**src/hdl/cache_geom_pkg.sv**
```systemverilog
package cache_geom_pkg;

    // A 32-bit byte address splits into tag, set index and line offset.
    localparam int OFFSET_W = 5;     // Byte offset inside a 32-byte line.
    localparam int INDEX_W  = 4;     // Selects one of the sets.
    localparam int TAG_W    = 23;    // Remaining upper address bits.

    localparam int NUM_WAYS = 4;
    localparam int NUM_SETS = 16;

    localparam int LINE_W = 256;     // One full line as moved on the downstream port.

    localparam int WAY_W = 2;        // Encoded way number.
    localparam int LRU_W = 3;        // Tree pseudo-LRU bits for one set.

endpackage
```
**src/hdl/cache_array.sv**
```systemverilog
module cache_array #(
    parameter type word_t = logic [31:0]
) (
    input  logic                               clk,
    input  logic                               csb,
    input  logic                               web,
    input  logic [cache_geom_pkg::INDEX_W-1:0] addr,
    input  word_t                              din,
    output word_t                              dout
);

    word_t mem [cache_geom_pkg::NUM_SETS];

    // A cycle on the single port either writes or reads.
    always_ff @(posedge clk) begin
        if (!csb) begin
            if (!web) begin
                mem[addr] <= din;     // Output keeps the last read word.
            end else begin
                dout <= mem[addr];
            end
        end
    end

endmodule

```
**config.mk**
```make
export PLATFORM = sky130hd
export DESIGN_NAME = cache_array
export DESIGN_NICKNAME = d
export VERILOG_FILES = /design/src/hdl/cache_geom_pkg.sv /design/src/hdl/cache_array.sv
export SDC_FILE = /design/constraint.sdc
export NUM_CORES = 1
export LEC_CHECK = 0
export BUFFER_PORTS_ARGS = -buffer_cell sky130_fd_sc_hd__buf_4
export CORE_MARGIN = 2
export CORE_UTILIZATION = 45
export DETAILED_ROUTE_END_ITERATION = 16
export RECOVER_POWER = 50
export SLEW_MARGIN = 25
export SYNTH_ARGS = -nofsm -noshare
export SYNTH_HDL_FRONTEND = slang
export SYNTH_SLANG_ARGS = --single-unit
```
**constraint.sdc**
```tcl
create_clock -name clk -period 11.9 [get_ports clk]
set_clock_uncertainty 0.15 [all_clocks]
set_input_delay 0.595 -clock clk [delete_from_list [all_inputs] [get_ports clk]]
set_output_delay 0.595 -clock clk [all_outputs]
set_load 0.02 [all_outputs]
```
Word level (Yosys, flattened, before mapping)
Memories as Yosys holds them, arrays and structs flattened. A register that Yosys moved wholly into a read port is not among the register bits. Cells that the tools add are included.

Flip-flop bits (word level): 0. Bits in writable memories: 512. Input port bits: 39. Memories kept: 1.

Memories: mem (words 16, bits a word 32, read ports 1, clocked after Yosys merged registers in 1, write ports 1, RTL line cache_array.sv:12) `word_t mem [cache_geom_pkg::NUM_SETS];`.

Multiplexer cells: 3. Bitwise logic cells: 1. Reductions and logical operators: 1.

Operators by type and width (number): $mux 1 (3); $reduce_and 2->1 (1); $not 1->1 (1).

Logic depth before layout (Yosys ltp)
Depth after elaboration: 3. Depth in mapped cells: 6.

Least setup slack after synthesis
Ideal clock, no wire load.

Path kind: input -> register. Start: input addr[0] in the netlist's numbering. End: memory mem[0][0] in the netlist's numbering (enable). Data arrival time: 3.807 ns. Required time: 11.289 ns. Slack: 7.482 ns. Stages: 5. Buffers on the path: 3. Path through: clkbuf_1 buf_6 buf_4 or4_4 nor3_1.

RTL lines: from (decl) (RTL line cache_array.sv:7) `input logic [cache_geom_pkg::INDEX_W-1:0] addr,`; to (decl) (RTL line cache_array.sv:12).

Straight into the memory's write port.

==> results.txt <==
unrepaired setup endpoints after global routing = false
IO Count = 71
Routed Antenna Nets = 0
number of antenna violations at the first check in global routing = 2
hold violation count in the final report = 0
final sum of negative setup slack = 0 ps
Via density = 5.71
detailed-route DRC error count = 0
Max-slew headroom = -94.6%
standard cell with the maximum stage delay on the critical path = sky130_fd_sc_hd__clkbuf_1
number of cells in the finished layout apart from fillers = 1576
CTS Root Cell = sky130_fd_sc_hd__clkbuf_16
transition time at the pin with the least slew margin = 2920 ps
Post-CTS Setup Repair Bufs = 0
TritonCTS clock tree = built
global router's overall resource usage = 18.7%
maximum number of pins on one net before global-route repair = 51
clock-pin slew on the worst setup and hold paths = 60 ps
CP most frequent cell = sky130_fd_sc_hd__buf_4
detailed placement HPWL = 22800 um
minimum clock period = 4730 ps
starting utilization of the core area = 45.6%
total number of yosys warnings = 0
largest fanout on the critical path = 35
worst supply voltage drop on vdd = 0.000117 V
Layout Utilization = 52.0%
critical setup path kind = primary input to flip-flop
startpoint type of the worst setup path = primary input
Detailed Route Iter0 Violations = 750
num rows = 77
die area = 46600 um2
clock buffer count from CTS = 54
hold buffer count at CTS = 0
fraction of final layout cells with drive strength greater than 1 = 27.2%
leakage power figure = 7.18 nW
Yosys cell types = 17
setup-violating endpoint count in the final report = 0
fraction of the cycle the final worst path needs = 39.8%
synthesized netlist cell count = 844
timing-limited maximum frequency = 0.211 GHz
worst setup slack before clock tree synthesis = 8140 ps
sequential fraction of the synthesis area = 80.8%
global placer's final weighted congestion = 0.691
vias after detailed routing = 9001
number of H-tree branching levels = 2
count of max-cap constraint violations = 4
Post-Place Cells = 1484
failing checks = capacitance limit, slew limit
area growth from synthesis to layout = 13.9%
Seq cells post-synth = 544
net count after synthesis = 883
endpoint arrival time on the critical path = 4890 ps
wire length of the first global-routing pass = 63400 um
worst-skew pair later-pin latency = 590 ps
cells along the critical path = clkbuf_1 -> buf_4 -> buf_4 -> mux4_2 -> a22oi_1 -> nand2_1
Final Slew Violations = 102
maximum root-to-sink buffer count = 3
total grt overflow = 0
Final Net Count = 987
class of the worst hold path = primary input to flip-flop
final worst setup slack = 7170 ps
average cell area after synthesis = 24.0 um2
result of the run = complete, but fails checks
Mapped Area = 20200 um2
total wire length after detailed routing = 42600 um
First-pass DRT Iterations = 5
Setup crit end kind = flip-flop
maximum cell stage delay along the critical path = 1820 ps
Hold Slack = 349 ps
data required time at the worst endpoint = 12050 ps
Post-CTS Resized = 0
Die X = 216 um
number of diodes = 0
Core Box Area = 44300 um2
Die Span Y = 216 um
routed length per instance = 27.0 um
total number of clock tree sinks = 544
vias in the first global route = 9525
areal power density over the cells = 169 nW/um2
IO Port Bufs = 70
## cells in the mapped netlist
| library cell | instances | area, um2 |
|---|---|---|
| sky130_fd_sc_hd__a22oi_1 | 64 | 480 |
| sky130_fd_sc_hd__buf_2 | 12 | 60.1 |
| sky130_fd_sc_hd__mux4_2 | 128 | 2880 |
| sky130_fd_sc_hd__and2_1 | 1 | 6.26 |
| sky130_fd_sc_hd__nand3_1 | 1 | 5.00 |
| sky130_fd_sc_hd__buf_6 | 8 | 90.1 |
| sky130_fd_sc_hd__edfxtp_1 | 544 | 16300 |
| sky130_fd_sc_hd__buf_1 | 2 | 7.51 |
| sky130_fd_sc_hd__nand3b_1 | 2 | 15.0 |
| sky130_fd_sc_hd__nand2_1 | 33 | 124 |
| sky130_fd_sc_hd__nor3_1 | 4 | 20.0 |
| sky130_fd_sc_hd__nor2b_1 | 3 | 18.8 |
| sky130_fd_sc_hd__or4_4 | 1 | 11.3 |
| sky130_fd_sc_hd__nor2_1 | 14 | 52.6 |
| sky130_fd_sc_hd__buf_4 | 1 | 7.51 |
| sky130_fd_sc_hd__nand2b_1 | 2 | 12.5 |
| sky130_fd_sc_hd__clkbuf_1 | 24 | 90.1 |
## registers in the layout (all words and copies together) (netlist names)
signal  count
mem       512
dout       32
## critical path, delay by kind of cell
family / cells / cell delay (ps)
compound gates: 1 / 220
mux: 1 / 600
buf+inv: 3 / 3250
simple gates: 1 / 150
## cells by family (layout without fill, tap and decap cells)
kind of cell	after synthesis	in the layout	share of synthesized area, %
muxes	128	128	14.3
and+or+nand+nor	61	61	1.31
buffers and inverters	47	187	1.26
AOI/OAI and AO/OA	64	64	2.38
DFF	544	544	80.8
## layout make-up
type	instances	area [um2]
fillers	3494	21300
flip-flops and latches	544	16300
multi-input cells	253	3750
clock buffers	68	1430
well taps	592	741
repair buffers	95	583
clock inverters	24	204
## per-layer routing
metal  up-vias  routed length [um]  global-route usage (%)
li1       3822                   -                       -
met1      4904               18000                    25.3
met2       213               22100                    31.8
met3        58                1890                    3.50
met4         4                 586                    4.13
met5         -                  27                       0
## placed cells by master, fill, tap and decap left out
| master | Yosys | final |
|---|---|---|
| sky130_fd_sc_hd__nand2b_1 | 2 | 2 |
| sky130_fd_sc_hd__edfxtp_1 | 544 | 544 |
| sky130_fd_sc_hd__and2_0 | 0 | 1 |
| sky130_fd_sc_hd__nor2b_1 | 3 | 1 |
| sky130_fd_sc_hd__buf_4 | 1 | 56 |
| sky130_fd_sc_hd__nor2_1 | 14 | 2 |
| sky130_fd_sc_hd__clkinv_8 | 0 | 2 |
| sky130_fd_sc_hd__buf_12 | 0 | 1 |
| sky130_fd_sc_hd__a22oi_1 | 64 | 64 |
| sky130_fd_sc_hd__nand3_1 | 1 | 1 |
| sky130_fd_sc_hd__nand3b_1 | 2 | 2 |
| sky130_fd_sc_hd__clkbuf_1 | 24 | 51 |
| sky130_fd_sc_hd__clkinv_1 | 0 | 14 |
| sky130_fd_sc_hd__clkbuf_16 | 0 | 55 |
| sky130_fd_sc_hd__mux4_2 | 128 | 128 |
| sky130_fd_sc_hd__nor2b_4 | 0 | 2 |
| sky130_fd_sc_hd__bufinv_16 | 0 | 3 |
| sky130_fd_sc_hd__or4_1 | 0 | 1 |
| sky130_fd_sc_hd__nor2_4 | 0 | 12 |
| sky130_fd_sc_hd__clkinv_2 | 0 | 4 |
| sky130_fd_sc_hd__nor3_2 | 0 | 4 |
| sky130_fd_sc_hd__nand2_1 | 33 | 33 |
| sky130_fd_sc_hd__clkinv_4 | 0 | 1 |
## report_power, final
| group | internal, mW | switching, mW |
|---|---|---|
| Clock | 0.905 | 0.675 |
| Sequential | 2.14 | 0.00684 |
| Combinational | 0.0653 | 0.102 |
## per-stage QoR
stage	total power [mW]	area, um2
floorplan	2.29	20200
global placement	2.36	21600
detailed placement	2.36	21600
CTS	3.94	23200
global route	4.02	23000
finish	3.89	23000
## path summary, 6_finish.rpt
path | from | to | slack [ps] | cells past startpoint
max reg2reg | mem[3][14]$_DFFE_PP_ | dout[14]$_DFFE_PP_ | 10180 | 3
min reg2reg | mem[15][10]$_DFFE_PP_ | dout[10]$_DFFE_PP_ | 590 | 3
min | din[22] | mem[2][22]$_DFFE_PP_ | 350 | 1
max | addr[0] | dout[14]$_DFFE_PP_ | 7170 | 6
Note: power is estimated with default switching activity, not from simulation.
