### src/hdl/cache_geom_pkg.sv
package cache_geom_pkg;

    // A 32-bit byte address splits into tag, set index and line offset.
    localparam int OFFSET_W = 5;     // Byte offset inside a 32-byte line.
    localparam int INDEX_W  = 4;     // Selects one of the sets.
    localparam int TAG_W    = 23;    // Remaining upper address bits.

    localparam int NUM_WAYS = 4;
    localparam int NUM_SETS = 16;

    localparam int LINE_W = 256;     // One full line as moved on the downstream port.

    localparam int WAY_W = 2;        // Encoded way number.
    localparam int LRU_W = 3;        // Tree pseudo-LRU bits for one set.

endpackage
### src/hdl/cache_types.sv
package cache_types;

    typedef logic [cache_geom_pkg::LINE_W-1:0] line_t;

    // Request held between stage one and stage two.
    typedef struct packed {
        logic [cache_geom_pkg::OFFSET_W-1:0] offset;
        logic [cache_geom_pkg::INDEX_W-1:0]  index;
        logic [cache_geom_pkg::TAG_W-1:0]    tag;
        logic [3:0]                          ufp_rmask;
        logic [3:0]                          ufp_wmask;
        logic [31:0]                         ufp_wdata;
        logic [cache_geom_pkg::LRU_W-1:0]    lru;       // Set state seen at capture.
        logic                                active;
    } pipe_reg_t;

    typedef struct packed {
        logic [cache_geom_pkg::TAG_W-1:0] tag;
        logic                             dirty;
    } tag_entry_t;

    typedef enum logic [1:0] {
        idle,
        writeback,
        fill
    } miss_state_t;

    // Bit 2 chooses the pair, then bit 1 or bit 0 chooses the way inside it.
    function automatic logic [cache_geom_pkg::WAY_W-1:0] victim_way(
        input logic [cache_geom_pkg::LRU_W-1:0] lru
    );
        logic [cache_geom_pkg::WAY_W-1:0] way;
        if (lru[2]) begin
            way = {1'b1, lru[0]};
        end else begin
            way = {1'b0, lru[1]};
        end
        return way;
    endfunction

endpackage

### src/hdl/miss_ctrl.sv
module miss_ctrl (
    input  logic                             clk,
    input  logic                             rst_n,
    input  logic                             miss_req,
    input  logic                             victim_dirty,
    input  logic [cache_geom_pkg::TAG_W-1:0] victim_tag,
    input  cache_types::pipe_reg_t           pipe_reg,
    input  cache_types::line_t               victim_line,
    input  logic                             dfp_resp,
    input  logic                             dirty_miss_next,
    output logic [31:0]                      dfp_addr,
    output logic                             dfp_read,
    output logic                             dfp_write,
    output cache_types::line_t               dfp_wdata,
    output logic                             miss_done,
    output logic                             valid_set
);

    cache_types::miss_state_t state;
    cache_types::miss_state_t state_next;

    always_comb begin
        state_next = state;
        case (state)
            cache_types::idle: begin
                if (miss_req) begin
                    state_next = victim_dirty ? cache_types::writeback : cache_types::fill;
                end
            end
            cache_types::writeback: begin
                if (dirty_miss_next) begin
                    state_next = cache_types::fill;
                end
            end
            cache_types::fill: begin
                if (dfp_resp) begin
                    state_next = cache_types::idle;
                end
            end
            default: state_next = cache_types::idle;
        endcase
    end

    always_ff @(posedge clk) begin
        if (!rst_n) begin
            state     <= cache_types::idle;
            miss_done <= 1'b0;
        end else begin
            state     <= state_next;
            miss_done <= (state == cache_types::fill) && dfp_resp;
        end
    end

    assign dfp_read  = (state == cache_types::fill);
    assign dfp_write = (state == cache_types::writeback);
    assign dfp_wdata = victim_line;      // Array output is steady while the set is held.
    assign valid_set = (state == cache_types::fill) && dfp_resp;

    // Write-back goes to the victim's own line address.
    assign dfp_addr = (state == cache_types::writeback) ?
        {victim_tag, pipe_reg.index, {cache_geom_pkg::OFFSET_W{1'b0}}} :
        {pipe_reg.tag, pipe_reg.index, {cache_geom_pkg::OFFSET_W{1'b0}}};

endmodule

### config.mk
export PLATFORM = sky130hd
export DESIGN_NAME = miss_ctrl
export DESIGN_NICKNAME = d
export VERILOG_FILES = /design/src/hdl/cache_geom_pkg.sv /design/src/hdl/cache_types.sv /design/src/hdl/miss_ctrl.sv
export SDC_FILE = /design/constraint.sdc
export NUM_CORES = 1
export LEC_CHECK = 0
export BUFFER_PORTS_ARGS = -buffer_cell sky130_fd_sc_hd__buf_2
export CAP_MARGIN = 10
export CORE_AREA = 2 2 253 255
export CTS_CLUSTER_DIAMETER = 30
export DETAILED_ROUTE_END_ITERATION = 10
export DIE_AREA = 0 0 255 257
export RECOVER_POWER = 50
export SKIP_LAST_GASP = 1
export SYNTH_ARGS = -nofsm -noshare
export SYNTH_HDL_FRONTEND = slang
export SYNTH_SLANG_ARGS = --single-unit
export TNS_END_PERCENT = 100
### constraint.sdc
create_clock -name clk -period 3.66 [get_ports clk]
set_clock_uncertainty 0.15 [all_clocks]
set_input_delay 0.915 -clock clk [delete_from_list [all_inputs] [get_ports clk]]
set_output_delay 0.915 -clock clk [all_outputs]
set_load 0.05 [all_outputs]
Word-level counts from Yosys, hierarchy flattened
Index checks and enable logic that the tools add are counted.
{"block": "word_totals", "reg_bits": 3, "in_bits": 361, "wordCells": 16}
{"block": "op_classes", "n_eq_ne": 5, "muxes": 6, "reduce_logical": 3}
{"op": "two-way mux 32 bit", "count": 1}
{"op": "two-way mux 2 bit", "count": 4}
{"op": "inequality test 2 bit (second input constant)", "count": 3}
{"op": "one-hot mux 2 bit (3 select lines)", "count": 1}
{"op": "AND reduction 3 bit", "count": 1}
{"op": "equality test 2 x 1 -> 1 bit (second input constant)", "count": 1}
{"op": "equality test 2 bit (second input constant)", "count": 1}
{"op": "logical NOT 2 bit", "count": 1}
{"op": "logical AND 1 bit", "count": 1}

Logic depth before layout (Yosys ltp)
Gate-level depths: netlist of run 1.
{"block": "depth", "depth_word": 3, "depth_mapped": 4, "ltp_nobuf": 2}

Worst setup path before layout of run 1
No wires, ideal clock.
{"block": "synth_timing", "path_kind": "reg-to-output", "start": "register state[1]", "end": "output valid_set", "arrival_ps": 1725, "t_required_ps": 2595, "path_slack_ps": 870, "path_stages_with_launch": 3, "n_path_buf": 0, "cell_sequence": "dfxtp_1 nor2b_1 and2_1"}
{"block": "synth_via", "elab_chain_cells": 2}
{"element": "start, declared", "line": "miss_ctrl.sv:19", "source": "cache_types::miss_state_t state;"}
{"element": "start signal, assigned", "line": "miss_ctrl.sv:46", "source": "state <= cache_types::idle;"}
{"element": "start signal, assigned", "line": "miss_ctrl.sv:49", "source": "state <= state_next;"}
{"element": "equality test 2 bit"}
{"element": "named net dfp_read", "line": "miss_ctrl.sv:12", "source": "output logic dfp_read,"}
{"element": "logical AND 1 bit", "line": "miss_ctrl.sv:57", "source": "assign valid_set = (state == cache_types::fill) && dfp_resp;"}
{"element": "end, declared", "line": "miss_ctrl.sv:16", "source": "output logic valid_set"}
The timed path passes the listed nets, and every way through them passes these cells.

Worst setup path after layout of run 1
{"block": "layout_timing", "start": "register state[0]", "end": "output dfp_addr[20]"}
{"block": "layout_via", "elab_chain_cells": 2}
{"element": "equality test 2 x 1 -> 1 bit", "line": "miss_ctrl.sv:60", "source": "assign dfp_addr = (state == cache_types::writeback) ?"}
{"element": "two-way mux 32 bit", "line": "miss_ctrl.sv:60"}
{"element": "end, declared", "line": "miss_ctrl.sv:11", "source": "output logic [31:0] dfp_addr,"}
Every way passes these cells.

==> metrics.txt, run 1 <==
final setup vio count 0; antenna-violating nets left 0; filler cell count ~7.5k; Std-Cell Rows 92; DRC Markers 0; min-delay src state[0]; hold path depth 2; # diodes 0; Syn Area/Cell 8.23 um2; Starting Density 4.03%; sequential element share of the synthesized area 2.38%; Root Driver clkbuf_16; most common cell after layout, fill and taps aside buf_2; Critical Setup Path Class flop to primary output; core area between 60,000 and 70,000 um2; area leader, netlist buf_4; post-DP HPWL between 8000 and 9000 um; Hold Crit Class flop to flop; final WL between 10,000 and 15,000 um; post-synth cell types 19; area share of the leading cell type in the synthesized netlist 78.7%; fin nets around 500; layout cells sized above 1 82.7%; worst-path maximum fanout 9; Clock Path Buffers 2; first-pass GRT wire length roughly 12,000 um; Worst R2R Setup Slack 2.48 ns; pwr/cell area between 150 and 200 nW/um2; Slew Viols, Final 0; clock-pin slew of the registers on the worst-case setup and hold paths 0.03 ns; RSZ-0062 raised after global routing false; hold buffers post-CTS 0; Syn. warnings 0; GRT overflow 0; Tmin final 3.01 ns; vias in the first global route approximately 1.2k; total CTS buffers 3; clock sink count 3; crit start category flop; Peak VDD IR approximately 0.00024 V; R2R Path Start state[1]; die height around 260 um; leakage power between 0.5 and 0.6 nW; clock latency on the worst-skew pair between 0.2 and 0.25 ns; run status complete, no violations; area of the multi-input gates approximately 440 um2; CTS tree yes; Worst Reg2Reg Path Length in Cells 2; GRT Overall Usage 2.82%; Synth Register Bits 3; register area 60.1 um2; initial antenna violation count 1; Die Wd ~260 um; max cap viols 0; fmax 0.332 GHz; setup TNS 0 ns; via count roughly 1.1k; R2R Path End state[1]; Final Cycle Share between 80% and 90%; CP required 2.59 ns; largest net degree at the start of global routing 10; DR vias/cell roughly 1.2; GP Congestion between 0.4 and 0.5; synthesized area between 2000 and 3000 um2; die area 65,500 um2; cts repair resizes 0; First-pass DRT Iterations 3; CTS H-tree depth 1; Initial DRC Count 29; IO Pins between 600 and 700; Hold EP state[0]; commonest cells after routing, fill and taps aside 76 x buf_2, 19 x mux2_4, 5 x conb_1, 4 x mux2_2; pre-CTS setup slack 0.787 ns; Syn Inst Count 307; synth top area cells buf_4 79%, mux2_4 11%, dfxtp_1 2.4%; Worst EP arrival roughly 2 ns; area grow syn2layout -19.2%; Post-CTS Setup Inserts 0; post-route setup slack about 0.65 ns; number of buffers added on ports between 70 and 80; CP Capture Type primary output; routed length per instance around 11 um; final hold vios 0; Design Power slightly above 0.0004 W
==> synthesized netlist by cell type <==
cell        n
mux2_4     19
and3_1      1
nor2b_4     1
nor2b_1     1
nand2b_1    1
nor3b_1     1
buf_4     265
dfxtp_1     3
nand3b_1    1
conb_1      1
mux2_2      4
and2_1      1
and3b_1     1
nor4b_1     1
buf_12      2
o31a_1      1
buf_6       1
or2b_1      1
a21oi_1     1
==> layout make-up <==
class | count | share of cell area [%]
well taps | 846 | 51.8
multi-input cells | 40 | 21.6
repair buffers | 80 | 19.7
clock buffers | 4 | 3.86
flip-flops and latches | 3 | 2.94
==> worst max-delay path by stage <==
stage,start,to,cells past startpoint
after global routing,state[0],dfp_addr[24],4
after detailed placement,state[0],dfp_addr[24],4
after global placement,state[0],dfp_addr[13],4
after floorplan,state[1],valid_set,2
final,state[0],dfp_addr[20],4
after CTS,state[0],dfp_addr[24],4
==> stage by stage <==
stage	hold slack (ns)	utilization, %	instance area [um2]	std cells
after floorplan	0.418	-	2540	311
after global placement	0.453	3.13	1970	969
after detailed placement	0.463	3.13	1970	969
after CTS	0.473	3.26	2040	973
after global routing	0.524	3.25	2040	973
final	0.472	3.25	2040	973
==> power breakdown <==
part	internal, W	leakage, nW	switching [W]
sequential	0.0000347	0.0245	0.00000263
clock	0.000144	0.0382	0.0000297
combinational	0.0000684	0.519	0.000129
total	0.000247	0.581	0.000161
==> routing by layer <==
layer  GRT usage (%)  up-vias  wire length, um
met5               0        -                0
met4            5.04        0             1770
met3            2.30      134             2290
met2            3.64      288             3760
met1            1.88      395             2520
li1                -      320                -
==> cell families after synthesis <==
logic type / count (synthesis) / synth area share, %
buf+inv: 268 / 80.7
mux: 23 / 13.1
simple gates: 10 / 3.12
flops: 3 / 2.38
compound gates: 2 / 0.544
other cells: 1 / 0.148
==> registers in the layout, summed over array words and instances, names as in the netlist <==
signal	count
miss_done	1
state	2
==> critical path, stage by stage, from the launching register on <==
cell and delay [ns]:
dfxtp_1 0.42, nor2b_4 0.45, buf_4 0.30, mux2_4 0.31, buf_2 0.22
No activity file was read; power rests on OpenSTA's default activity.
==> run 2: changes to the inputs <==
--- a/config.mk
+++ b/config.mk
@@ -7,10 +7,10 @@
 export LEC_CHECK = 0
 export BUFFER_PORTS_ARGS = -buffer_cell sky130_fd_sc_hd__buf_2
 export CAP_MARGIN = 10
-export CORE_AREA = 2 2 253 255
+export CORE_AREA = 2 2 256 258
 export CTS_CLUSTER_DIAMETER = 30
 export DETAILED_ROUTE_END_ITERATION = 10
-export DIE_AREA = 0 0 255 257
+export DIE_AREA = 0 0 258 260
 export RECOVER_POWER = 50
 export SKIP_LAST_GASP = 1
 export SYNTH_ARGS = -nofsm -noshare
==> constraint.sdc (replaced) <==
create_clock -name clk -period 2.94 [get_ports clk]
set_clock_uncertainty 0.15 [all_clocks]
set_input_delay 0.735 -clock clk [delete_from_list [all_inputs] [get_ports clk]]
set_output_delay 0.735 -clock clk [all_outputs]
set_load 0.05 [all_outputs]
==> run 2 against run 1 <==
Net effect:
- worst hold slack lost 0.0021 ns
- total power increased by 25%
- clock power up 26%
- global-route usage grew 0.15 points
- setup slack worse by 0.23 ns
- non-clock buffer count is 1 lower
- highest routed layer unchanged
- largest power group unchanged
- via count increased by 1.7%
==> metrics.txt, run 2 (same netlist as run 1, synthesis figures left out) <==
Largest register FFs 2; # diodes 0; Final Cycle Share a little under nine tenths; register area 60.1 um2; DR vias/cell approximately 1.2; RSZ-0062 raised after global routing false; clock latency on the worst-skew pair between 0.2 and 0.25 ns; total CTS buffers 3; GRT overflow 0; CTS tree yes; final WL ~11,000 um; die height between 200 and 300 um; number of buffers added on ports 78; Starting Density under 10%; pwr/cell area 248 nW/um2; Worst EP arrival roughly 1.6 ns; initial antenna violation count 0; CP max stage delay 0.41 ns; IO Pins ~650; Top reg by flops state; Post-CTS Setup Inserts 0; worst-path maximum fanout 24; Die Wd roughly 260 um; fin nets 488; post-route setup slack about 0.42 ns; vias in the first global route about 1.2k; CP Capture Type primary output; commonest cells after routing, fill and taps aside 77 x buf_2, 19 x mux2_4, 5 x conb_1, 4 x mux2_2; clock-pin slew of the registers on the worst-case setup and hold paths approximately 0.030 ns; hold buffers post-CTS 0; area grow syn2layout -18.5%; GRT Overall Usage between 2 and 3%; area of the multi-input gates roughly 440 um2; largest net degree at the start of global routing 25; antenna-violating nets left 0; filler cell count 7,644; Initial DRC Count 25; Critical Setup Path Class flop to primary output; die area 67,100 um2; final setup vio count 0; Tmin final between 2 and 3 ns; post-DP HPWL around 9700 um; pre-CTS setup slack 0.648 ns; Slew Viols, Final 0; fmax 0.396 GHz; max cap viols 0; Peak VDD IR 0.000206 V; first-pass GRT wire length about 13,000 um; final hold vios 0; WP buf/inv 2; Largest regs state x2, miss_done x1; Std-Cell Rows 93; routed length per instance 11.6 um; CP Cell Sequence nor2b_4 -> buf_12 -> mux2_2 -> buf_2; setup TNS 0 ns; DRC Markers 0; GP Congestion 0.478; CP required a little over 2 ns; CP max stage cell dfxtp_1; crit-path leading delay family buffers and inverters; Clock Path Buffers 2; layout cells sized above 1 between 80% and 90%; clock sink count 3; Root Driver clkbuf_16; run status complete, no violations; core area between 60,000 and 70,000 um2; cts repair resizes 0; most common cell after layout, fill and taps aside buf_2; First-pass DRT Iterations 3; crit start category flop; Hold Crit Class flop to flop; CTS H-tree depth 1; leakage power about 0.58 nW; via count between 1k and 1.5k
[run 2: cell count changes in the layout (fill, tap and decap cells not counted)]
cell,previous run,this run
buf_4,2,0
buf_12,0,1
buf_2,76,77
clkbuf_1,3,2
[run 2: area by class of cell]
type | count | share of cell area [%]
repair buffers | 79 | 19.9
well taps | 855 | 51.9
clock buffers | 4 | 3.83
flip-flops and latches | 3 | 2.92
multi-input cells | 40 | 21.4
[run 2: where the power goes]
| part | switching [W] | internal (W) | total [W] |
|---|---|---|---|
| combinational | 0.000160 | 0.0000865 | 0.000247 |
| sequential | 0.00000304 | 0.0000432 | 0.0000463 |
| clock | 0.0000388 | 0.000179 | 0.000218 |
[run 2: worst reg2reg max path: stages (launching register included)]
cell and delay (ns):
dfxtp_1 0.42, and3b_1 0.21, o31a_1 0.28
[run 2: final timing paths]
kind / endpoint / start / cells past startpoint / slack, ns
worst max-delay path: dfp_addr[9] / state[0] / 4 / 0.42
worst min-delay path: state[0] / state[0] / 2 / 0.47
worst max register to register: state[1] / state[1] / 2 / 1.76
worst min register to register: state[0] / state[0] / 2 / 0.47
[run 2: stage by stage]
stage          area [um2]  cells  hold slack (ns)  total power, W  util [%]
6_report             2060    981            0.470        0.000511      3.21
2_1_floorplan        2540    311            0.418         0.00119         -
3_3_place_gp         1980    977            0.459        0.000294      3.09
5_1_grt              2060    981            0.513        0.000528      3.21
4_1_cts              2060    981            0.475        0.000517      3.21
3_5_place_dp         1980    977            0.465        0.000296      3.09
[run 2: metal layers]
metal	routed length [um]	vias up	GRT usage, %
met1	1030	361	0.592
met3	3260	122	3.59
met5	0	-	0
met2	5060	357	4.79
met4	2010	0	5.22
li1	-	316	-
