<file path="src/hdl/cache_geom_pkg.sv">
package cache_geom_pkg;

    // A 32-bit byte address splits into tag, set index and line offset.
    localparam int OFFSET_W = 5;     // Byte offset inside a 32-byte line.
    localparam int INDEX_W  = 4;     // Selects one of the sets.
    localparam int TAG_W    = 23;    // Remaining upper address bits.

    localparam int NUM_WAYS = 4;
    localparam int NUM_SETS = 16;

    localparam int LINE_W = 256;     // One full line as moved on the downstream port.

    localparam int WAY_W = 2;        // Encoded way number.
    localparam int LRU_W = 3;        // Tree pseudo-LRU bits for one set.

endpackage
</file>
<file path="src/hdl/cache_types.sv">
package cache_types;

    typedef logic [cache_geom_pkg::LINE_W-1:0] line_t;

    // Request held between stage one and stage two.
    typedef struct packed {
        logic [cache_geom_pkg::OFFSET_W-1:0] offset;
        logic [cache_geom_pkg::INDEX_W-1:0]  index;
        logic [cache_geom_pkg::TAG_W-1:0]    tag;
        logic [3:0]                          ufp_rmask;
        logic [3:0]                          ufp_wmask;
        logic [31:0]                         ufp_wdata;
        logic [cache_geom_pkg::LRU_W-1:0]    lru;       // Set state seen at capture.
        logic                                active;
    } pipe_reg_t;

    typedef struct packed {
        logic [cache_geom_pkg::TAG_W-1:0] tag;
        logic                             dirty;
    } tag_entry_t;

    typedef enum logic [1:0] {
        idle,
        writeback,
        fill
    } miss_state_t;

    // Bit 2 chooses the pair, then bit 1 or bit 0 chooses the way inside it.
    function automatic logic [cache_geom_pkg::WAY_W-1:0] victim_way(
        input logic [cache_geom_pkg::LRU_W-1:0] lru
    );
        logic [cache_geom_pkg::WAY_W-1:0] way;
        if (lru[2]) begin
            way = {1'b1, lru[0]};
        end else begin
            way = {1'b0, lru[1]};
        end
        return way;
    endfunction

endpackage

</file>
<file path="src/hdl/pipe_one.sv">
module pipe_one (
    input  logic [31:0]                        ufp_addr,
    input  logic [31:0]                        ufp_wdata,
    input  logic [3:0]                         ufp_rmask,
    input  logic [3:0]                         ufp_wmask,
    input  logic                               dfp_resp,
    input  cache_types::line_t                 dfp_rdata,
    input  logic [cache_geom_pkg::LRU_W-1:0]   lru,
    input  cache_types::pipe_reg_t             pipe_reg,
    input  logic                               stall,
    input  logic [cache_geom_pkg::WAY_W-1:0]   cache_hit_way,
    input  cache_types::line_t                 cache_data [cache_geom_pkg::NUM_WAYS],
    input  logic                               write_stall,
    input  logic                               write_flag,
    input  logic                               dfp_write,
    output cache_types::pipe_reg_t             pipe_reg_next,
    output logic [cache_geom_pkg::NUM_WAYS-1:0] web,
    output cache_types::line_t                 data_din,
    output logic                               dirty_bit,
    output logic [cache_geom_pkg::WAY_W-1:0]   cache_replace_way,
    output logic                               valid,
    output logic                               dirty_miss_next
);

    logic [7:0] word_lsb;

    // Request capture. The index of pipe_reg_next also addresses the arrays.
    always_comb begin
        if (stall || write_stall) begin
            pipe_reg_next = pipe_reg;     // Miss or merge in progress holds the set.
        end else begin
            pipe_reg_next.offset    = ufp_addr[cache_geom_pkg::OFFSET_W-1:0];
            pipe_reg_next.index     = ufp_addr[cache_geom_pkg::OFFSET_W +: cache_geom_pkg::INDEX_W];
            pipe_reg_next.tag       = ufp_addr[31 -: cache_geom_pkg::TAG_W];
            pipe_reg_next.ufp_rmask = ufp_rmask;
            pipe_reg_next.ufp_wmask = ufp_wmask;
            pipe_reg_next.ufp_wdata = ufp_wdata;
            pipe_reg_next.lru       = lru;
            pipe_reg_next.active    = (|ufp_rmask) || (|ufp_wmask);
        end
    end

    // The array write merges store data on a write hit or lands a fill on a read response.
    always_comb begin
        word_lsb          = {pipe_reg.offset[cache_geom_pkg::OFFSET_W-1:2], 5'b00000};
        cache_replace_way = cache_types::victim_way(pipe_reg.lru);
        web               = '1;
        valid             = 1'b1;
        data_din          = dfp_rdata;
        dirty_bit         = 1'b0;
        dirty_miss_next   = 1'b0;

        if (write_flag) begin
            data_din = cache_data[cache_hit_way];
            for (int b = 0; b < 4; b++) begin
                if (pipe_reg.ufp_wmask[b]) begin
                    data_din[word_lsb + b * 8 +: 8] = pipe_reg.ufp_wdata[b * 8 +: 8];
                end
            end
            dirty_bit          = 1'b1;
            web[cache_hit_way] = 1'b0;
        end else if (dfp_resp && !dfp_write) begin
            web[cache_replace_way] = 1'b0;     // Fill lands in the victim way.
        end else if (dfp_resp && dfp_write) begin
            valid           = 1'b0;            // Victim is gone once memory holds it.
            dirty_miss_next = 1'b1;
        end
    end

endmodule

</file>
<file path="config.mk">
export PLATFORM = sky130hd
export DESIGN_NAME = pipe_one
export DESIGN_NICKNAME = d
export VERILOG_FILES = /design/src/hdl/cache_geom_pkg.sv /design/src/hdl/cache_types.sv /design/src/hdl/pipe_one.sv
export SDC_FILE = /design/constraint.sdc
export NUM_CORES = 1
export LEC_CHECK = 0
export ABC_CLOCK_PERIOD_IN_PS = 3200
export BUFFER_PORTS_ARGS = -buffer_cell sky130_fd_sc_hd__buf_2
export CAP_MARGIN = 20
export CORE_AREA = 2 2 690 692
export DETAILED_ROUTE_END_ITERATION = 12
export DIE_AREA = 0 0 692 694
export PLACE_DENSITY = 0.3
export SLEW_MARGIN = 20
export SYNTH_ARGS = -nofsm -noshare
export SYNTH_HDL_FRONTEND = slang
export SYNTH_SLANG_ARGS = --single-unit
export TNS_END_PERCENT = 100
</file>
<file path="constraint.sdc">
create_clock -name vclk -period 3.2
set_clock_uncertainty 0.05 [all_clocks]
set_input_delay 0.48 -clock vclk [all_inputs]
set_output_delay 0.48 -clock vclk [all_outputs]
set_load 0.02 [all_outputs]
</file>
# Yosys cells after proc, flatten, opt, wreduce, memory -nomap -nowiden
# Cells that the tools add are included.
# Widths: inputs -> output; s select.
classes:
  add_sub_neg: 7
  order_cmp: 5
  n_shift: 8
  n_mux: 30
  bitwise: 3
  n_reduce_logical: 9
op_table:
  columns: ["cell", "n"]
  rows:
  - ["$mux 256", 10]
  - ["$bwmux 256", 4]
  - ["$shift 8x34->256 const A", 4]
  - ["$shiftx 8x34->256", 4]
  - ["$bmux 256 s2", 1]
  - ["$neg 9->34", 3]
  - ["$mux 76", 1]
  - ["$neg 8->34", 1]
  - ["$add 8x5->9 const B", 2]
  - ["$add 8x4->9 const B", 1]
  - ["$mux 1", 9]
  - ["$mux 4", 2]
  - ["$not 4->4", 2]
  - ["$reduce_or 4->1", 2]
  - ["$lt 2x3->1 const B", 2]
  - ["$demux 1 s2", 2]
  - ["$ge 2x1->1 const B", 2]
  - ["$logic_and 1x1->1", 4]
  - ["$ge 3x3->1 const B", 1]
  - ["$not 2->3", 1]
  - ["$logic_or 1x1->1", 2]
  - ["$mux 2", 1]
  - ["$logic_not 1->1", 1]
totals:
  reg_bits: 0
  input_bits: 1438
  out_inout_bits: 341
  elab_cells: 62

# Logic depth before layout (Yosys ltp)
# Gate-level depths: netlist (run 1).
logic_depth:
  ltp_word: 16
  depth_mapped: 9
  ltp_nobuf: 6

# Worst setup path after synthesis (run 1)
# No wires, ideal clock.
synth_timing:
  path_type: "in2out"
  start: "input pipe_reg[75] in the netlist's numbering"
  end: "output data_din[135]"
  arrival_time_ps: 2528
  path_slack_ps: 142
  path_stages: 9
  path_cell_list: "buf_2 -> buf_4 -> buf_2 -> inv_1 -> ha_1 -> o211ai_1 -> or4b_1 -> buf_2 -> o221ai_1"
synth_via:
  elab_chain_len: 14
synth_lines:
  columns: ["element", "line", "source"]
  rows:
  - ["start, declared", "pipe_one.sv:9", "input cache_types::pipe_reg_t pipe_reg,"]
  - ["parallel branches: the longest is 12 deep, another holds $neg 9->34", null, null]
  - ["$mux 256 (*)", "pipe_one.sv:56", "if (pipe_reg.ufp_wmask[b]) begin"]
  - ["$mux 256 (*)", "pipe_one.sv:53", "if (write_flag) begin"]
  - ["end, declared", "pipe_one.sv:18", "output cache_types::line_t data_din,"]
# Mark *: on every way between the ends. The select of a mux whose other input is x is not followed.

# Final worst setup path (run 1)
layout_timing:
  start: "input pipe_reg[73] in the netlist's numbering"
  end: "output data_din[96]"
# The elaborated chain is that of the path after synthesis.

==> impl_metrics.json, run 1 <==
{
  "finalMaxSlewViolations": 0,
  "final_util_pct": 7.21,
  "total_power_uw": 6590,
  "gp_congestion": 0.941,
  "crit_family": "buffers and inverters",
  "dieWidth_microns": 692,
  "synth_area_sq_mm": 0.0126,
  "final-setup-viol-count": 0,
  "ir_worst_vdd_mv": 0.0683,
  "syn_inst": 1385,
  "worstSetupStartpoint": "pipe_reg[73]",
  "track_usage_pct": 14.4,
  "cts_setup_buffers": 0,
  "synth-xor-area-share_pct": 0,
  "drtAntennaViolNets": 0,
  "p_per_area_mw_per_mm2": 193,
  "placeableCoreArea_sq_mm": 0.473,
  "start_kind": "input pin",
  "syn_area_per_cell_sq_um": 9.09,
  "cts-hold-fix-buffers": 0,
  "power.leakage_uw": 0.0140,
  "rsz0062_at_grt": "yes",
  "synth_fp_nets": 2829,
  "num_rows": 253,
  "synthMuxAreaShare_pct": 51.8,
  "grt_max_degree": 70,
  "synth_area_leader_cell": "mux4_2",
  "cp.arrival_ns": 2.63,
  "layout.nets": 4784,
  "worst-path-buf-inv": 6,
  "stdcell_area_sq_mm": 0.0341,
  "post-dp-hpwl_microns": 338000,
  "status": "finished clean",
  "hold_path.class": "input pin to output port",
  "synth_top_family_by_area": "multiplexers",
  "fin_crit_ns": 3.16,
  "synth_area_leaders": "mux4_2, o221ai_1, inv_1, mux2_2, nand3_1",
  "grt_pass1_vias": 23500,
  "worst_pin_slew_ns": 0.714,
  "routed_wl_microns": 362000,
  "start_util_pct": 2.66,
  "cp_slowest_cell": "ha_1",
  "critical_path_required_ns": 2.67,
  "synthAdderAreaFrac_pct": 0.596,
  "drc": 0,
  "yosys_warnings": 0,
  "drive_gt1_share_pct": 74.3,
  "final_cells": 9719,
  "worstPathCellList": "buf_2 > inv_1 > ha_2 > ha_1 > buf_4 > buf_4 > nand2b_1 > buf_12 > o221ai_4 > buf_2",
  "clock.fmax_mhz": 316,
  "yosys.area.top_type_share_pct": 45.8,
  "crit_path_end": "data_din[96]",
  "ys_seq_area_share_pct": 0,
  "first_pass_iters": 7,
  "first_iter_violations": 2063,
  "nClkBuffers": 0,
  "cap_violations": 0,
  "synth_compound_area_share_pct": 19.8,
  "place_area_sq_mm": 0.0334,
  "grt_pass1_wl_microns": 413000,
  "slowest_delay_ns": 0.32,
  "cp-end-kind": "output port",
  "vias": 24500,
  "design.seq.count": 0,
  "wire_per_inst_microns": 37.2,
  "dp.cells": 9585,
  "synthTopCellsByCount": "mux4_2, inv_1, o221ai_1, nand2_1, nand3_1",
  "yosys.area_share.simple_pct": 14.1,
  "slew_headroom_pct": 52.4,
  "design.die.area_sq_mm": 0.480,
  "seq_area_sq_um": 0,
  "portBuffers": 1779,
  "path_depth": 10,
  "viasPerCell": 2.52,
  "grt_remaining_overflow": 0,
  "yosysMostFrequentCell": "mux4_2",
  "die_y_microns": 694,
  "path_class": "input pin to output port",
  "yosysUniqueCellTypes": 42,
  "antenna_found_initial": 360,
  "area_delta_synth_final_pct": 171,
  "crit_fanout": 6,
  "fin_crit_sh_pct": 98.8,
  "hold_viol": 0,
  "io_pins": 1779
}
## layout by cell type, fill, tap and decap left out, drive strengths merged, types with 5 or more instances in the layout
master	synthesis	routed
nand2	175	175
nor2	5	5
and4b	5	5
nand3b	7	7
nand2b	10	10
nor2b	17	17
inv	243	241
a221o	16	16
nor3	5	5
nand4	5	5
diode	0	134
mux4	256	256
mux2	67	67
clkinv	13	13
buf	76	2088
ha	6	6
o221ai	240	240
nand3	136	136
o21ai	19	19
## how the worst min path moves through the flow
| stage | from | endpoint | cells past startpoint |
|---|---|---|---|
| 3_5_place_dp | ufp_wdata[3] | pipe_reg_next[7] | 4 |
| 3_3_place_gp | write_flag | dirty_bit | 2 |
| 5_1_grt | write_flag | dirty_bit | 2 |
| 4_1_cts | write_flag | dirty_bit | 2 |
| 6_report | write_flag | dirty_bit | 2 |
| 2_1_floorplan | pipe_reg[3] | cache_replace_way[1] | 1 |
## stage by stage
| stage | hold WS, ns | TNS [ns] | setup WS [ns] |
|---|---|---|---|
| detailed placement | 1.23 | -4.05 | -0.537 |
| CTS | 1.24 | -0.00248 | -0.00248 |
| finish | 1.23 | 0 | 0.0398 |
| floorplan | 1.02 | 0 | 0.142 |
| global route | 1.24 | -0.0160 | -0.0160 |
| global placement | 1.24 | -5.96 | -1.24 |
## cell families (layout without fill, tap and decap cells)
| kind of cell | count (synthesis) | after routing |
|---|---|---|
| buf+inv | 391 | 2344 |
| simple gates | 376 | 376 |
| mux | 323 | 323 |
| compound gates | 289 | 289 |
| fa+ha+maj | 6 | 6 |
| other cells | 0 | 134 |
## where the power goes
part	switching, uW	internal, uW	total [uW]
Combinational	4080	2520	6590
Sequential	0	0	0
Clock	0	0.00238	0.00238
Total	4080	2520	6590
## area by class of cell
type	count	area, sq um
tap	6247	7820
multi-input combinational	994	11300
timing repair buffer	2088	13700
antenna	134	335
inverter	256	973
fill	55800	439000
## layer usage
metal  vias up  routed length, microns  GRT usage, %  part of all wire (%)
met5         -                    1000             0                  0.28
met4       150                   11100          3.03                   3.1
met1     12100                  150000          17.9                    42
met2      1927                  168000          24.0                    46
met3       630                   31500          4.68                   8.7
li1       9724                       -             -                     -
## what timing repair did
action | CTS | global route
cloned | 0 | 0
pin swaps | 2 | 0
resized for setup | 41 | 25
setup endpoints to repair | 24 | 25
endpoints found under the hold margin | 0 | 0
Power figures use the tool's default switching activity.
==> run 2: changes to the inputs <==
ABC_CLOCK_PERIOD_IN_PS = 3300   (was 3200)
RECOVER_POWER = 25   (was not set)
clock period = 3.3 ns   (was 3.2 ns; I/O delays follow)
==> run 2 against run 1 <==
Against the previous run:
- the run now ends with setup timing left
- utilization shrank 0.16 points
- combinational power shrank 5.5%
- global-route usage grew 0.14 points
- first-iteration DRC count shrank 8.5%
- count of clock-buffer cells in the layout is the same
- die area is the same
- sequential share of layout area is the same
- largest power group unchanged
- highest routed layer unchanged
==> impl_metrics.json, run 2 (same netlist as run 1, synthesis figures left out) <==
{
  "status": "complete, but fails checks",
  "violations": "setup timing",
  "cp_slowest_cell": "ha_1",
  "num-fill-cells": 56000,
  "ir_worst_vdd_mv": 0.0850,
  "die_y_microns": 694,
  "final_util_pct": 7.05,
  "vias": 24200,
  "cts-hold-fix-buffers": 0,
  "placeableCoreArea_sq_mm": 0.473,
  "dieWidth_microns": 692,
  "first_pass_iters": 5,
  "post-dp-hpwl_microns": 343000,
  "critical_path_required_ns": 2.75,
  "grt_max_degree": 70,
  "cp.arrival_ns": 2.76,
  "use_met1_pct": 17.7,
  "hold_path.class": "input pin to output port",
  "dp.cells": 9550,
  "worstPathCellList": "clkbuf_4 > inv_1 > ha_2 > ha_1 > buf_4 > buf_4 > nand2b_1 > buf_12 > o221ai_1 > buf_4",
  "use_met2_pct": 24.9,
  "fin_crit_ns": 3.31,
  "io_pins": 1779,
  "final_common_cell": "buf_2",
  "cp-end-kind": "output port",
  "first_iter_violations": 1887,
  "track_usage_pct": 14.5,
  "portBuffers": 1779,
  "power.leakage_uw": 0.0135,
  "final_cells": 9661,
  "hold_viol": 0,
  "grt_pass1_vias": 23800,
  "antenna_found_initial": 360,
  "grt_pass1_wl_microns": 417000,
  "multiInputGateArea_sq_mm": 0.0112,
  "start_util_pct": 2.66,
  "gp_congestion": 0.893,
  "hold_ws_ns": 1.29,
  "place_worst_setup_slack_ns": -0.667,
  "num_rows": 253,
  "design.die.area_sq_mm": 0.480,
  "grt_use_met3_pct": 4.50,
  "nClkBuffers": 0,
  "path_common_cell": "buf_4",
  "area_delta_synth_final_pct": 165,
  "cap_violations": 0,
  "viasPerCell": 2.50,
  "final-setup-viol-count": 1,
  "worst_slack_ns": -0.00723,
  "grt-busiest-layer": "met2",
  "drc": 0,
  "grt_remaining_overflow": 0,
  "finalMaxSlewViolations": 0,
  "slowest_delay_ns": 0.35,
  "seq_area_sq_um": 0,
  "layout.nets": 4751,
  "routed_wl_microns": 365000,
  "mostFrequentLayoutCells": "buf_2, mux4_2, inv_1",
  "wire_per_inst_microns": 37.7,
  "finalSetupTns_ns": -0.00723,
  "path_class": "input pin to output port",
  "p_per_area_mw_per_mm2": 187,
  "start_kind": "input pin",
  "design.seq.count": 0,
  "slew_headroom_pct": 16.5,
  "clock.fmax_mhz": 302,
  "fin_crit_sh_pct": 100,
  "drtAntennaViolNets": 0,
  "crit_fanout": 6,
  "drive_gt1_share_pct": 71.8,
  "worst_pin_slew_ns": 1.25
}
## run 2: cell type report
cell class                      count  share of cell area [%]
Antenna cell                      109                   0.818
Inverter                          256                    2.91
Multi-Input combinational cell    994                    33.6
Tap cell                         6247                    23.4
Timing Repair Buffer             2055                    39.2
## run 2: path summary, 6_finish.rpt
check	startpoint	endpoint	cells after the start
max	pipe_reg[74]	data_din[64]	10
min	dfp_rdata[131]	data_din[131]	4
## run 2: timing repair
item / 4_1_cts / 5_1_grt
gates resized for setup: 38 / 14
buffers inserted: 1 / 0
endpoints found under the setup margin: 36 / 34
cloned: 1 / 0
pin swaps: 3 / 0
## run 2: where the power goes
part | switching, uW | total (uW) | internal, uW | leakage [uW]
registers | 0 | 0 | 0 | 0
clock network | 0 | 0.00142 | 0.00142 | 0.000000739
logic | 3910 | 6230 | 2320 | 0.0135
## run 2: routing by layer
metal | wire length (microns) | part of all wire [%] | vias up
met5 | 1100 | 0.30 | -
met4 | 11100 | 3.0 | 166
met3 | 29400 | 8.1 | 651
met2 | 174000 | 48 | 1908
met1 | 150000 | 41 | 11800
li1 | - | - | 9641
## run 2: per-stage QoR
step | instance area [sq um] | total power [uW]
3_5_place_dp | 32900 | 6510
2_1_floorplan | 12600 | 1940
6_report | 33400 | 6230
4_1_cts | 33100 | 6570
3_3_place_gp | 32900 | 6520
5_1_grt | 33200 | 6600
## run 2: worst max-delay path: cells and delay by family
kind	cells	cell delay [ns]
and+or+nand+nor	1	0.18
adders and majority gates	2	0.57
buffers and inverters	6	1.16
AOI/OAI and AO/OA	1	0.33
